<file path="src/rtl/udp_pkg.sv">
// UDP header constants and the UDP header union
package udp_pkg;

    localparam int UDP_HDR_BYTES = 8;
    localparam int LEN_WIDTH     = 16;
    localparam int PORT_WIDTH    = 16;

    // Header as named fields or as bytes in wire order, byte 0 first
    typedef union packed {
        struct packed {
            logic [PORT_WIDTH-1:0] source_port;
            logic [PORT_WIDTH-1:0] dest_port;
            logic [LEN_WIDTH-1:0]  length;
            logic [15:0]           checksum;
        } fields;
        logic [0:UDP_HDR_BYTES-1][7:0] bytes;
    } udp_hdr_u;

endpackage

</file>
<file path="src/rtl/byte_fifo.sv">
// Synchronous byte FIFO carrying a last flag with each byte
module byte_fifo #(
    parameter int DEPTH = 64
) (
    input  logic       clk,
    input  logic       rst,
    input  logic [7:0] in_data,
    input  logic       in_valid,
    input  logic       in_last,
    output logic       in_ready,
    output logic [7:0] out_data,
    output logic       out_valid,
    output logic       out_last,
    input  logic       out_ready
);

    localparam int ADDR_W = (DEPTH > 1) ? $clog2(DEPTH) : 1;
    localparam int CNT_W  = $clog2(DEPTH + 1);

    logic [8:0]        mem [DEPTH];
    logic [ADDR_W-1:0] wr_ptr;
    logic [ADDR_W-1:0] rd_ptr;
    logic [CNT_W-1:0]  count;
    logic              do_write;
    logic              do_read;

    assign in_ready  = (count != CNT_W'(DEPTH));
    assign out_valid = (count != '0);
    assign do_write  = in_valid && in_ready;
    assign do_read   = out_valid && out_ready;

    // Head entry shows as soon as it is written
    assign {out_last, out_data} = mem[rd_ptr];

    always_ff @(posedge clk) begin
        if (do_write) begin
            mem[wr_ptr] <= {in_last, in_data};
        end
    end

    always_ff @(posedge clk) begin
        if (rst) begin
            wr_ptr <= '0;
            rd_ptr <= '0;
            count  <= '0;
        end else begin
            if (do_write) begin
                wr_ptr <= (wr_ptr == ADDR_W'(DEPTH - 1)) ? '0 : wr_ptr + 1'b1;
            end
            if (do_read) begin
                rd_ptr <= (rd_ptr == ADDR_W'(DEPTH - 1)) ? '0 : rd_ptr + 1'b1;
            end
            count <= count + CNT_W'(do_write) - CNT_W'(do_read);
        end
    end

endmodule

</file>
<file path="src/rtl/udp_rx_filter.sv">
// UDP header parser and destination port filter for received datagrams
module udp_rx_filter (
    input  logic                           clk,
    input  logic                           rst,
    input  logic [udp_pkg::PORT_WIDTH-1:0] rx_dest_port,
    input  logic [7:0]                     rx_data,
    input  logic                           rx_valid,
    input  logic                           rx_last,
    output logic                           rx_ready,
    output logic [7:0]                     fifo_in_data,
    output logic                           fifo_in_valid,
    output logic                           fifo_in_last,
    input  logic                           fifo_in_ready
);
    import udp_pkg::*;

    localparam int HDR_CNT_W = $clog2(UDP_HDR_BYTES + 1);
    localparam int HDR_IDX_W = $clog2(UDP_HDR_BYTES);

    logic [HDR_CNT_W-1:0] hdr_cnt;
    logic                 in_header;
    logic                 match;
    logic                 rx_accept;
    udp_hdr_u             hdr;

    assign in_header = (hdr_cnt < HDR_CNT_W'(UDP_HDR_BYTES));

    // Matched payload goes straight to the FIFO, so it sets back-pressure
    assign rx_ready      = (in_header || !match) ? 1'b1 : fifo_in_ready;
    assign rx_accept     = rx_valid && rx_ready;
    assign fifo_in_data  = rx_data;
    assign fifo_in_last  = rx_last;
    assign fifo_in_valid = rx_valid && !in_header && match;

    // Header bytes land by position in wire order
    always_ff @(posedge clk) begin
        if (rx_accept && in_header) begin
            hdr.bytes[hdr_cnt[HDR_IDX_W-1:0]] <= rx_data;
        end
    end

    always_ff @(posedge clk) begin
        if (rst) begin
            hdr_cnt <= '0;
            match   <= 1'b0;
        end else if (rx_accept) begin
            if (rx_last) begin
                // Also drops a datagram cut short inside its header
                hdr_cnt <= '0;
                match   <= 1'b0;
            end else if (in_header) begin
                hdr_cnt <= hdr_cnt + 1'b1;
                if (hdr_cnt == HDR_CNT_W'(UDP_HDR_BYTES - 1)) begin
                    // Port bytes 2 and 3 are already stored here
                    match <= (hdr.fields.dest_port == rx_dest_port);
                end
            end
        end
    end

endmodule

</file>
<file path="src/rtl/tx_frame_buffer.sv">
// TX payload buffer releasing only complete frames, with a frame length queue
module tx_frame_buffer #(
    parameter int DEPTH      = 256,
    parameter int MAX_FRAMES = 4
) (
    input  logic                          clk,
    input  logic                          rst,
    input  logic [7:0]                    in_data,
    input  logic                          in_valid,
    input  logic                          in_last,
    output logic                          in_ready,
    output logic [udp_pkg::LEN_WIDTH-1:0] frame_len,
    output logic                          frame_len_valid,
    input  logic                          frame_len_ready,
    output logic [7:0]                    buf_data,
    output logic                          buf_valid,
    output logic                          buf_last,
    input  logic                          buf_ready
);
    import udp_pkg::*;

    localparam int ADDR_W  = (DEPTH > 1) ? $clog2(DEPTH) : 1;
    localparam int CNT_W   = $clog2(DEPTH + 1);
    localparam int QADDR_W = (MAX_FRAMES > 1) ? $clog2(MAX_FRAMES) : 1;
    localparam int QCNT_W  = $clog2(MAX_FRAMES + 1);

    logic [8:0]           mem [DEPTH];
    logic [ADDR_W-1:0]    wr_ptr;
    logic [ADDR_W-1:0]    rd_ptr;
    logic [CNT_W-1:0]     fill;
    logic [CNT_W-1:0]     committed;
    logic [LEN_WIDTH-1:0] cur_len;
    logic [LEN_WIDTH-1:0] next_len;
    logic [LEN_WIDTH-1:0] len_q [MAX_FRAMES];
    logic [QADDR_W-1:0]   len_wr;
    logic [QADDR_W-1:0]   len_rd;
    logic [QCNT_W-1:0]    len_cnt;
    logic                 do_write;
    logic                 do_read;
    logic                 frame_end;
    logic                 len_pop;

    assign in_ready  = (fill != CNT_W'(DEPTH)) && (len_cnt != QCNT_W'(MAX_FRAMES));
    assign do_write  = in_valid && in_ready;
    assign frame_end = do_write && in_last;
    assign next_len  = cur_len + 1'b1;

    // Only bytes of finished frames are visible downstream
    assign buf_valid = (committed != '0);
    assign {buf_last, buf_data} = mem[rd_ptr];
    assign do_read   = buf_valid && buf_ready;

    assign frame_len       = len_q[len_rd];
    assign frame_len_valid = (len_cnt != '0);
    assign len_pop         = frame_len_valid && frame_len_ready;

    always_ff @(posedge clk) begin
        if (do_write) begin
            mem[wr_ptr] <= {in_last, in_data};
        end
        if (frame_end) begin
            len_q[len_wr] <= next_len;
        end
    end

    always_ff @(posedge clk) begin
        if (rst) begin
            wr_ptr    <= '0;
            rd_ptr    <= '0;
            fill      <= '0;
            committed <= '0;
            cur_len   <= '0;
            len_wr    <= '0;
            len_rd    <= '0;
            len_cnt   <= '0;
        end else begin
            if (do_write) begin
                wr_ptr  <= (wr_ptr == ADDR_W'(DEPTH - 1)) ? '0 : wr_ptr + 1'b1;
                cur_len <= in_last ? '0 : next_len;
            end
            if (do_read) begin
                rd_ptr <= (rd_ptr == ADDR_W'(DEPTH - 1)) ? '0 : rd_ptr + 1'b1;
            end
            fill <= fill + CNT_W'(do_write) - CNT_W'(do_read);

            // Whole frame becomes readable on its last byte
            committed <= committed + (frame_end ? CNT_W'(next_len) : CNT_W'(0))
                         - CNT_W'(do_read);

            if (frame_end) begin
                len_wr <= (len_wr == QADDR_W'(MAX_FRAMES - 1)) ? '0 : len_wr + 1'b1;
            end
            if (len_pop) begin
                len_rd <= (len_rd == QADDR_W'(MAX_FRAMES - 1)) ? '0 : len_rd + 1'b1;
            end
            len_cnt <= len_cnt + QCNT_W'(frame_end) - QCNT_W'(len_pop);
        end
    end

endmodule

</file>
<file path="src/rtl/udp_tx_framer.sv">
// UDP header builder and serializer followed by payload pass-through
module udp_tx_framer (
    input  logic                           clk,
    input  logic                           rst,
    input  logic [udp_pkg::PORT_WIDTH-1:0] tx_source_port,
    input  logic [udp_pkg::PORT_WIDTH-1:0] tx_dest_port,
    input  logic [udp_pkg::LEN_WIDTH-1:0]  frame_len,
    input  logic                           frame_len_valid,
    output logic                           frame_len_ready,
    input  logic [7:0]                     buf_data,
    input  logic                           buf_valid,
    input  logic                           buf_last,
    output logic                           buf_ready,
    output logic [7:0]                     tx_out,
    output logic                           tx_valid,
    output logic                           tx_last,
    input  logic                           tx_ready
);
    import udp_pkg::*;

    localparam int IDX_W = $clog2(UDP_HDR_BYTES);

    localparam logic [1:0] ST_IDLE    = 2'd0;
    localparam logic [1:0] ST_HEADER  = 2'd1;
    localparam logic [1:0] ST_PAYLOAD = 2'd2;

    logic [1:0]       state;
    logic [IDX_W-1:0] byte_idx;
    udp_hdr_u         hdr;

    assign frame_len_ready = (state == ST_IDLE);

    always_comb begin
        tx_out    = hdr.bytes[byte_idx];
        tx_valid  = 1'b0;
        tx_last   = 1'b0;
        buf_ready = 1'b0;
        case (state)
            ST_HEADER: begin
                tx_valid = 1'b1;
            end
            ST_PAYLOAD: begin
                tx_out    = buf_data;
                tx_valid  = buf_valid;
                tx_last   = buf_last;
                buf_ready = tx_ready;
            end
            default: begin
                tx_valid = 1'b0;
            end
        endcase
    end

    // Header fields are latched once per frame
    always_ff @(posedge clk) begin
        if (frame_len_valid && frame_len_ready) begin
            hdr.fields.source_port <= tx_source_port;
            hdr.fields.dest_port   <= tx_dest_port;
            hdr.fields.length      <= frame_len + LEN_WIDTH'(UDP_HDR_BYTES);
            hdr.fields.checksum    <= '0;
        end
    end

    always_ff @(posedge clk) begin
        if (rst) begin
            state    <= ST_IDLE;
            byte_idx <= '0;
        end else begin
            case (state)
                ST_IDLE: begin
                    if (frame_len_valid) begin
                        state    <= ST_HEADER;
                        byte_idx <= '0;
                    end
                end
                ST_HEADER: begin
                    if (tx_ready) begin
                        if (byte_idx == IDX_W'(UDP_HDR_BYTES - 1)) begin
                            state <= ST_PAYLOAD;
                        end
                        byte_idx <= byte_idx + 1'b1;
                    end
                end
                ST_PAYLOAD: begin
                    if (tx_ready && buf_valid && buf_last) begin
                        state <= ST_IDLE;
                    end
                end
                default: begin
                    state <= ST_IDLE;
                end
            endcase
        end
    end

endmodule

</file>
<file path="src/rtl/udp_connection.sv">
// UDP endpoint top level with receive filter and FIFO, transmit buffer and framer
module udp_connection #(
    parameter int RX_FIFO_DEPTH = 64,
    parameter int TX_FIFO_DEPTH = 256,
    parameter int TX_MAX_FRAMES = 4
) (
    input  logic                           clk,
    input  logic                           rst,
    input  logic [udp_pkg::PORT_WIDTH-1:0] rx_dest_port,
    input  logic [udp_pkg::PORT_WIDTH-1:0] tx_source_port,
    input  logic [udp_pkg::PORT_WIDTH-1:0] tx_dest_port,
    input  logic [7:0]                     rx_data,
    input  logic                           rx_valid,
    input  logic                           rx_last,
    output logic                           rx_ready,
    output logic [7:0]                     rx_data_out,
    output logic                           rx_data_valid,
    output logic                           rx_data_last,
    input  logic                           rx_data_ready,
    input  logic [7:0]                     tx_data,
    input  logic                           tx_data_valid,
    input  logic                           tx_data_last,
    output logic                           tx_data_ready,
    output logic [7:0]                     tx_out,
    output logic                           tx_valid,
    output logic                           tx_last,
    input  logic                           tx_ready
);
    import udp_pkg::*;

    logic [7:0]           fifo_in_data;
    logic                 fifo_in_valid;
    logic                 fifo_in_last;
    logic                 fifo_in_ready;
    logic [LEN_WIDTH-1:0] frame_len;
    logic                 frame_len_valid;
    logic                 frame_len_ready;
    logic [7:0]           buf_data;
    logic                 buf_valid;
    logic                 buf_last;
    logic                 buf_ready;

    // Receive path
    udp_rx_filter i_rx_filter (
        .clk           (clk),
        .rst           (rst),
        .rx_dest_port  (rx_dest_port),
        .rx_data       (rx_data),
        .rx_valid      (rx_valid),
        .rx_last       (rx_last),
        .rx_ready      (rx_ready),
        .fifo_in_data  (fifo_in_data),
        .fifo_in_valid (fifo_in_valid),
        .fifo_in_last  (fifo_in_last),
        .fifo_in_ready (fifo_in_ready)
    );

    byte_fifo #(
        .DEPTH (RX_FIFO_DEPTH)
    ) i_rx_fifo (
        .clk       (clk),
        .rst       (rst),
        .in_data   (fifo_in_data),
        .in_valid  (fifo_in_valid),
        .in_last   (fifo_in_last),
        .in_ready  (fifo_in_ready),
        .out_data  (rx_data_out),
        .out_valid (rx_data_valid),
        .out_last  (rx_data_last),
        .out_ready (rx_data_ready)
    );

    // Transmit path
    tx_frame_buffer #(
        .DEPTH      (TX_FIFO_DEPTH),
        .MAX_FRAMES (TX_MAX_FRAMES)
    ) i_tx_buffer (
        .clk             (clk),
        .rst             (rst),
        .in_data         (tx_data),
        .in_valid        (tx_data_valid),
        .in_last         (tx_data_last),
        .in_ready        (tx_data_ready),
        .frame_len       (frame_len),
        .frame_len_valid (frame_len_valid),
        .frame_len_ready (frame_len_ready),
        .buf_data        (buf_data),
        .buf_valid       (buf_valid),
        .buf_last        (buf_last),
        .buf_ready       (buf_ready)
    );

    udp_tx_framer i_tx_framer (
        .clk             (clk),
        .rst             (rst),
        .tx_source_port  (tx_source_port),
        .tx_dest_port    (tx_dest_port),
        .frame_len       (frame_len),
        .frame_len_valid (frame_len_valid),
        .frame_len_ready (frame_len_ready),
        .buf_data        (buf_data),
        .buf_valid       (buf_valid),
        .buf_last        (buf_last),
        .buf_ready       (buf_ready),
        .tx_out          (tx_out),
        .tx_valid        (tx_valid),
        .tx_last         (tx_last),
        .tx_ready        (tx_ready)
    );

endmodule

</file>
<file path="config.mk">
export PLATFORM = sky130hd
export DESIGN_NAME = udp_connection
export DESIGN_NICKNAME = d
export VERILOG_FILES = /design/src/rtl/udp_pkg.sv /design/src/rtl/byte_fifo.sv /design/src/rtl/udp_rx_filter.sv /design/src/rtl/tx_frame_buffer.sv /design/src/rtl/udp_tx_framer.sv /design/src/rtl/udp_connection.sv
export SDC_FILE = /design/constraint.sdc
export NUM_CORES = 2
export LEC_CHECK = 0
export CAP_MARGIN = 20
export CORE_MARGIN = 1
export CORE_UTILIZATION = 40
export CTS_CLUSTER_DIAMETER = 50
export DETAILED_ROUTE_END_ITERATION = 10
export DONT_BUFFER_PORTS = 1
export SLEW_MARGIN = 20
export SYNTH_ARGS = -nofsm -noshare
export SYNTH_HDL_FRONTEND = slang
export SYNTH_SLANG_ARGS = --single-unit
</file>
<file path="constraint.sdc">
create_clock -name clk -period 8.8 [get_ports clk]
set_clock_uncertainty 0.15 [all_clocks]
set_input_delay 2.64 -clock clk [delete_from_list [all_inputs] [get_ports clk]]
set_output_delay 2.64 -clock clk [all_outputs]
set_load 0.02 [all_outputs]
</file>
==> flow_summary.json <==
{
  "status": "finished, final reports clean",
  "ios": 94,
  "cts_buffer_depth": 4,
  "multi_input_area_mm2": 0.02744,
  "dieArea_mm2": 0.3048,
  "filler_cell_count": 24600,
  "clk_latency_ns": 0.92,
  "seq_area_mm2": 0.09239,
  "ys.flop_type": "edfxtp_1",
  "crit_path_top_delay_cell": "dfxtp_4",
  "dp_hpwl_mm": 163.9,
  "setup_viol_count_final": 0,
  "cts_root_buffer": "clkbuf_16",
  "grt-busiest-layer": "met2",
  "pre_cts_slack_ns": 1.631,
  "use_met1_pct": 26.35,
  "core_region_area_mm2": 0.3003,
  "fin_util_pct": 45.93,
  "slowest_delay_ns": 0.93,
  "globalRouteMet3Util_pct": 3.482,
  "min_period_ns": 8.060,
  "grt_overflow": 0,
  "grt_pass1_wl_mm": 414.1,
  "end_kind": "primary output",
  "leakage_nw": 41.39,
  "async_flop_share_pct": 0,
  "drc": 0,
  "yosysWarnings": 0,
  "die_y_um": 552.1,
  "ctsResizeCount": 0,
  "path_cells": "buf_12 -> buf_12 -> mux4_2 -> mux4_2 -> mux4_2 -> o22ai_1 -> nor3_1 -> buf_4",
  "numClockSinks": 3110,
  "slew_headroom_pct": 22.94,
  "use_met2_pct": 29.39,
  "num-nets-final": 5729,
  "synth_top_area_share_pct": 74.63,
  "routed-via-count": 55980,
  "min_path_type": "register to register",
  "area_delta_synth_final_pct": 13.96,
  "avgSynthCellArea_um2": 22.31,
  "drive_gt1_share_pct": 29.00,
  "maxCapViolCount": 0,
  "critPathMostFrequentCell": "mux4_2",
  "drt_iter0_drc": 6092,
  "seq_area_frac_synth_pct": 76.32,
  "worstPathRequired_ns": 6.01,
  "totalWireLength_mm": 284.6,
  "first_pass_iters": 5,
  "postSynthCellCount": 5425,
  "cp_max_fo": 71,
  "first_global_vias": 56870,
  "cp_data_arrival_time_ns": 5.27,
  "cts_tree": "built",
  "cts.hold.buffers_added": 0,
  "synth_nets": 5559,
  "rsz0062_at_grt": "false",
  "irDropWorstVdd_v": 0.0001652,
  "start_kind": "register",
  "cts_made_buffers": 356,
  "place.port_buffers": 0,
  "worst_pin_slew_ns": 1.152,
  "initial_utilization_pct": 40.30,
  "clkSlewWorstSetupHoldPaths_ns": 0.06,
  "synth_seq_cells": 3110,
  "die_x_um": 552.1,
  "setup_ws_ns": 0.7403,
  "detail_route.wl_per_cell_um": 28.88,
  "instances_no_fill": 9854,
  "gp_congestion": 0.7738,
  "ant_nets": 0,
  "critical_path_class": "register to primary output",
  "cts_max_level": 5,
  "placed_cells": 9189,
  "drv_slew": 0,
  "total_power_w": 0.03445,
  "hold_violations": 0,
  "synth-edff-count": 3008,
  "final.period_utilization_pct": 91.59,
  "pwr_density_cell_mw_per_mm2": 249.8,
  "synth_area_mm2": 0.1210,
  "viasPerCell": 5.681,
  "antenna_found_initial": 7,
  "grt_max_degree": 267,
  "synth_top_area_cell": "edfxtp_1",
  "grt_use_total_pct": 18.48,
  "yosys.cell_types.count": 58,
  "rows": 201,
  "post_cts_buffers": 0,
  "fmax_ghz": 0.1241,
  "yosys-top-cells-area": "edfxtp_1 75%, mux4_2 18%, dfxtp_1 1.7%",
  "setup_tns_ns": 0
}
[sequential cells by signal, summed over array words and instances (netlist names), 9 cells and up, named ones only]
name	flops
i_tx_buffer.cur_len	16
i_rx_fifo.mem	576
i_tx_buffer.committed	9
i_tx_framer.hdr	48
i_rx_filter.hdr	16
i_tx_buffer.fill	9
i_tx_buffer.len_q	64
i_tx_buffer.mem	2304
[per-layer routing]
| layer | wire length (um) | vias up |
|---|---|---|
| li1 | - | 23130 |
| met5 | 13 | - |
| met2 | 136900 | 2133 |
| met4 | 5926 | 2 |
| met1 | 120500 | 30340 |
| met3 | 21280 | 377 |
[worst max-delay path: cells and delay by family, from the launching register on]
| family | cells | cell delay (ns) |
|---|---|---|
| AOI/OAI and AO/OA | 1 | 0.41 |
| muxes | 3 | 1.69 |
| and+or+nand+nor | 1 | 0.21 |
| DFF | 1 | 0.93 |
| buffers and inverters | 3 | 0.92 |
[cell usage after synthesis, types with 15 or more instances]
master / number
buf_2: 59
inv_1: 63
clkbuf_1: 146
dfxtp_1: 102
buf_4: 17
mux2_2: 16
nand2_1: 87
edfxtp_1: 3008
mux2i_1: 29
o21ai_0: 15
nor2b_1: 36
xnor2_1: 33
nor3_1: 16
ha_1: 58
nand3_1: 50
o22ai_1: 15
nor2_1: 416
xor2_1: 47
a21oi_1: 46
buf_1: 57
mux4_2: 941
[layout make-up]
class / count / share of cell area [%]
clock inverter: 250 / 1.870
sequential: 3110 / 66.99
multi-input combinational: 1962 / 19.90
antenna: 2 / 0.003629
clock buffer: 407 / 6.651
inverter: 66 / 0.1851
tap: 3958 / 3.591
timing repair buffer: 99 / 0.8155
[placed cells by master (no fill, tap or decap), drive strengths merged, types with 16 or more instances in the layout]
master / n
xnor2: 33
mux2: 16
dfxtp: 102
a21oi: 46
clkbuf: 407
xor2: 47
bufinv: 31
mux4: 941
buf: 99
nor3: 16
nand3: 50
edfxtp: 3008
nand2: 87
nor2: 416
inv: 92
ha: 58
clkinvlp: 31
mux2i: 29
nor2b: 36
clkinv: 162
[metrics by stage]
stage | hold slack (ns) | area (um2)
after global routing | 0.3787 | 137900
after global placement | 0.3269 | 125700
final | 0.3451 | 137900
after CTS | 0.3382 | 137700
after floorplan | 0.3124 | 121000
after detailed placement | 0.3316 | 125900
[kinds of logic (layout without fill, tap and decap cells)]
logic type      Yosys count  count (layout)  share of synthesized area (%)
flops                  3110            3110                          76.32
mux                     986             986                          17.90
simple gates            683             683                          2.456
buf+inv                 353             822                          1.258
compound gates          151             151                         0.8198
xor+xnor                 80              80                         0.5789
fa+ha+maj                62              62                         0.6658
other cells               0               2                              0
[final timing paths]
path | start | endpoint | slack, ns | cells after the start
max reg2reg | i_tx_buffer.fill[6] | i_tx_buffer.mem[149][2] | 3.61 | 10
min | i_tx_buffer.cur_len[1] | i_tx_buffer.cur_len[1] | 0.35 | 2
min reg2reg | i_tx_buffer.cur_len[1] | i_tx_buffer.cur_len[1] | 0.35 | 2
max | register | tx_out[1] | 0.74 | 8
[power breakdown]
part / switching, W / total [W] / internal (W) / leakage [nW]
sequential: 0.000199 / 0.0167 / 0.0165 / 27.9
combinational: 0.00161 / 0.00311 / 0.00150 / 7.80
clock: 0.00612 / 0.0146 / 0.00851 / 5.65
total: 0.00793 / 0.0345 / 0.0265 / 41.4
No activity file was read; power rests on OpenSTA's default activity.
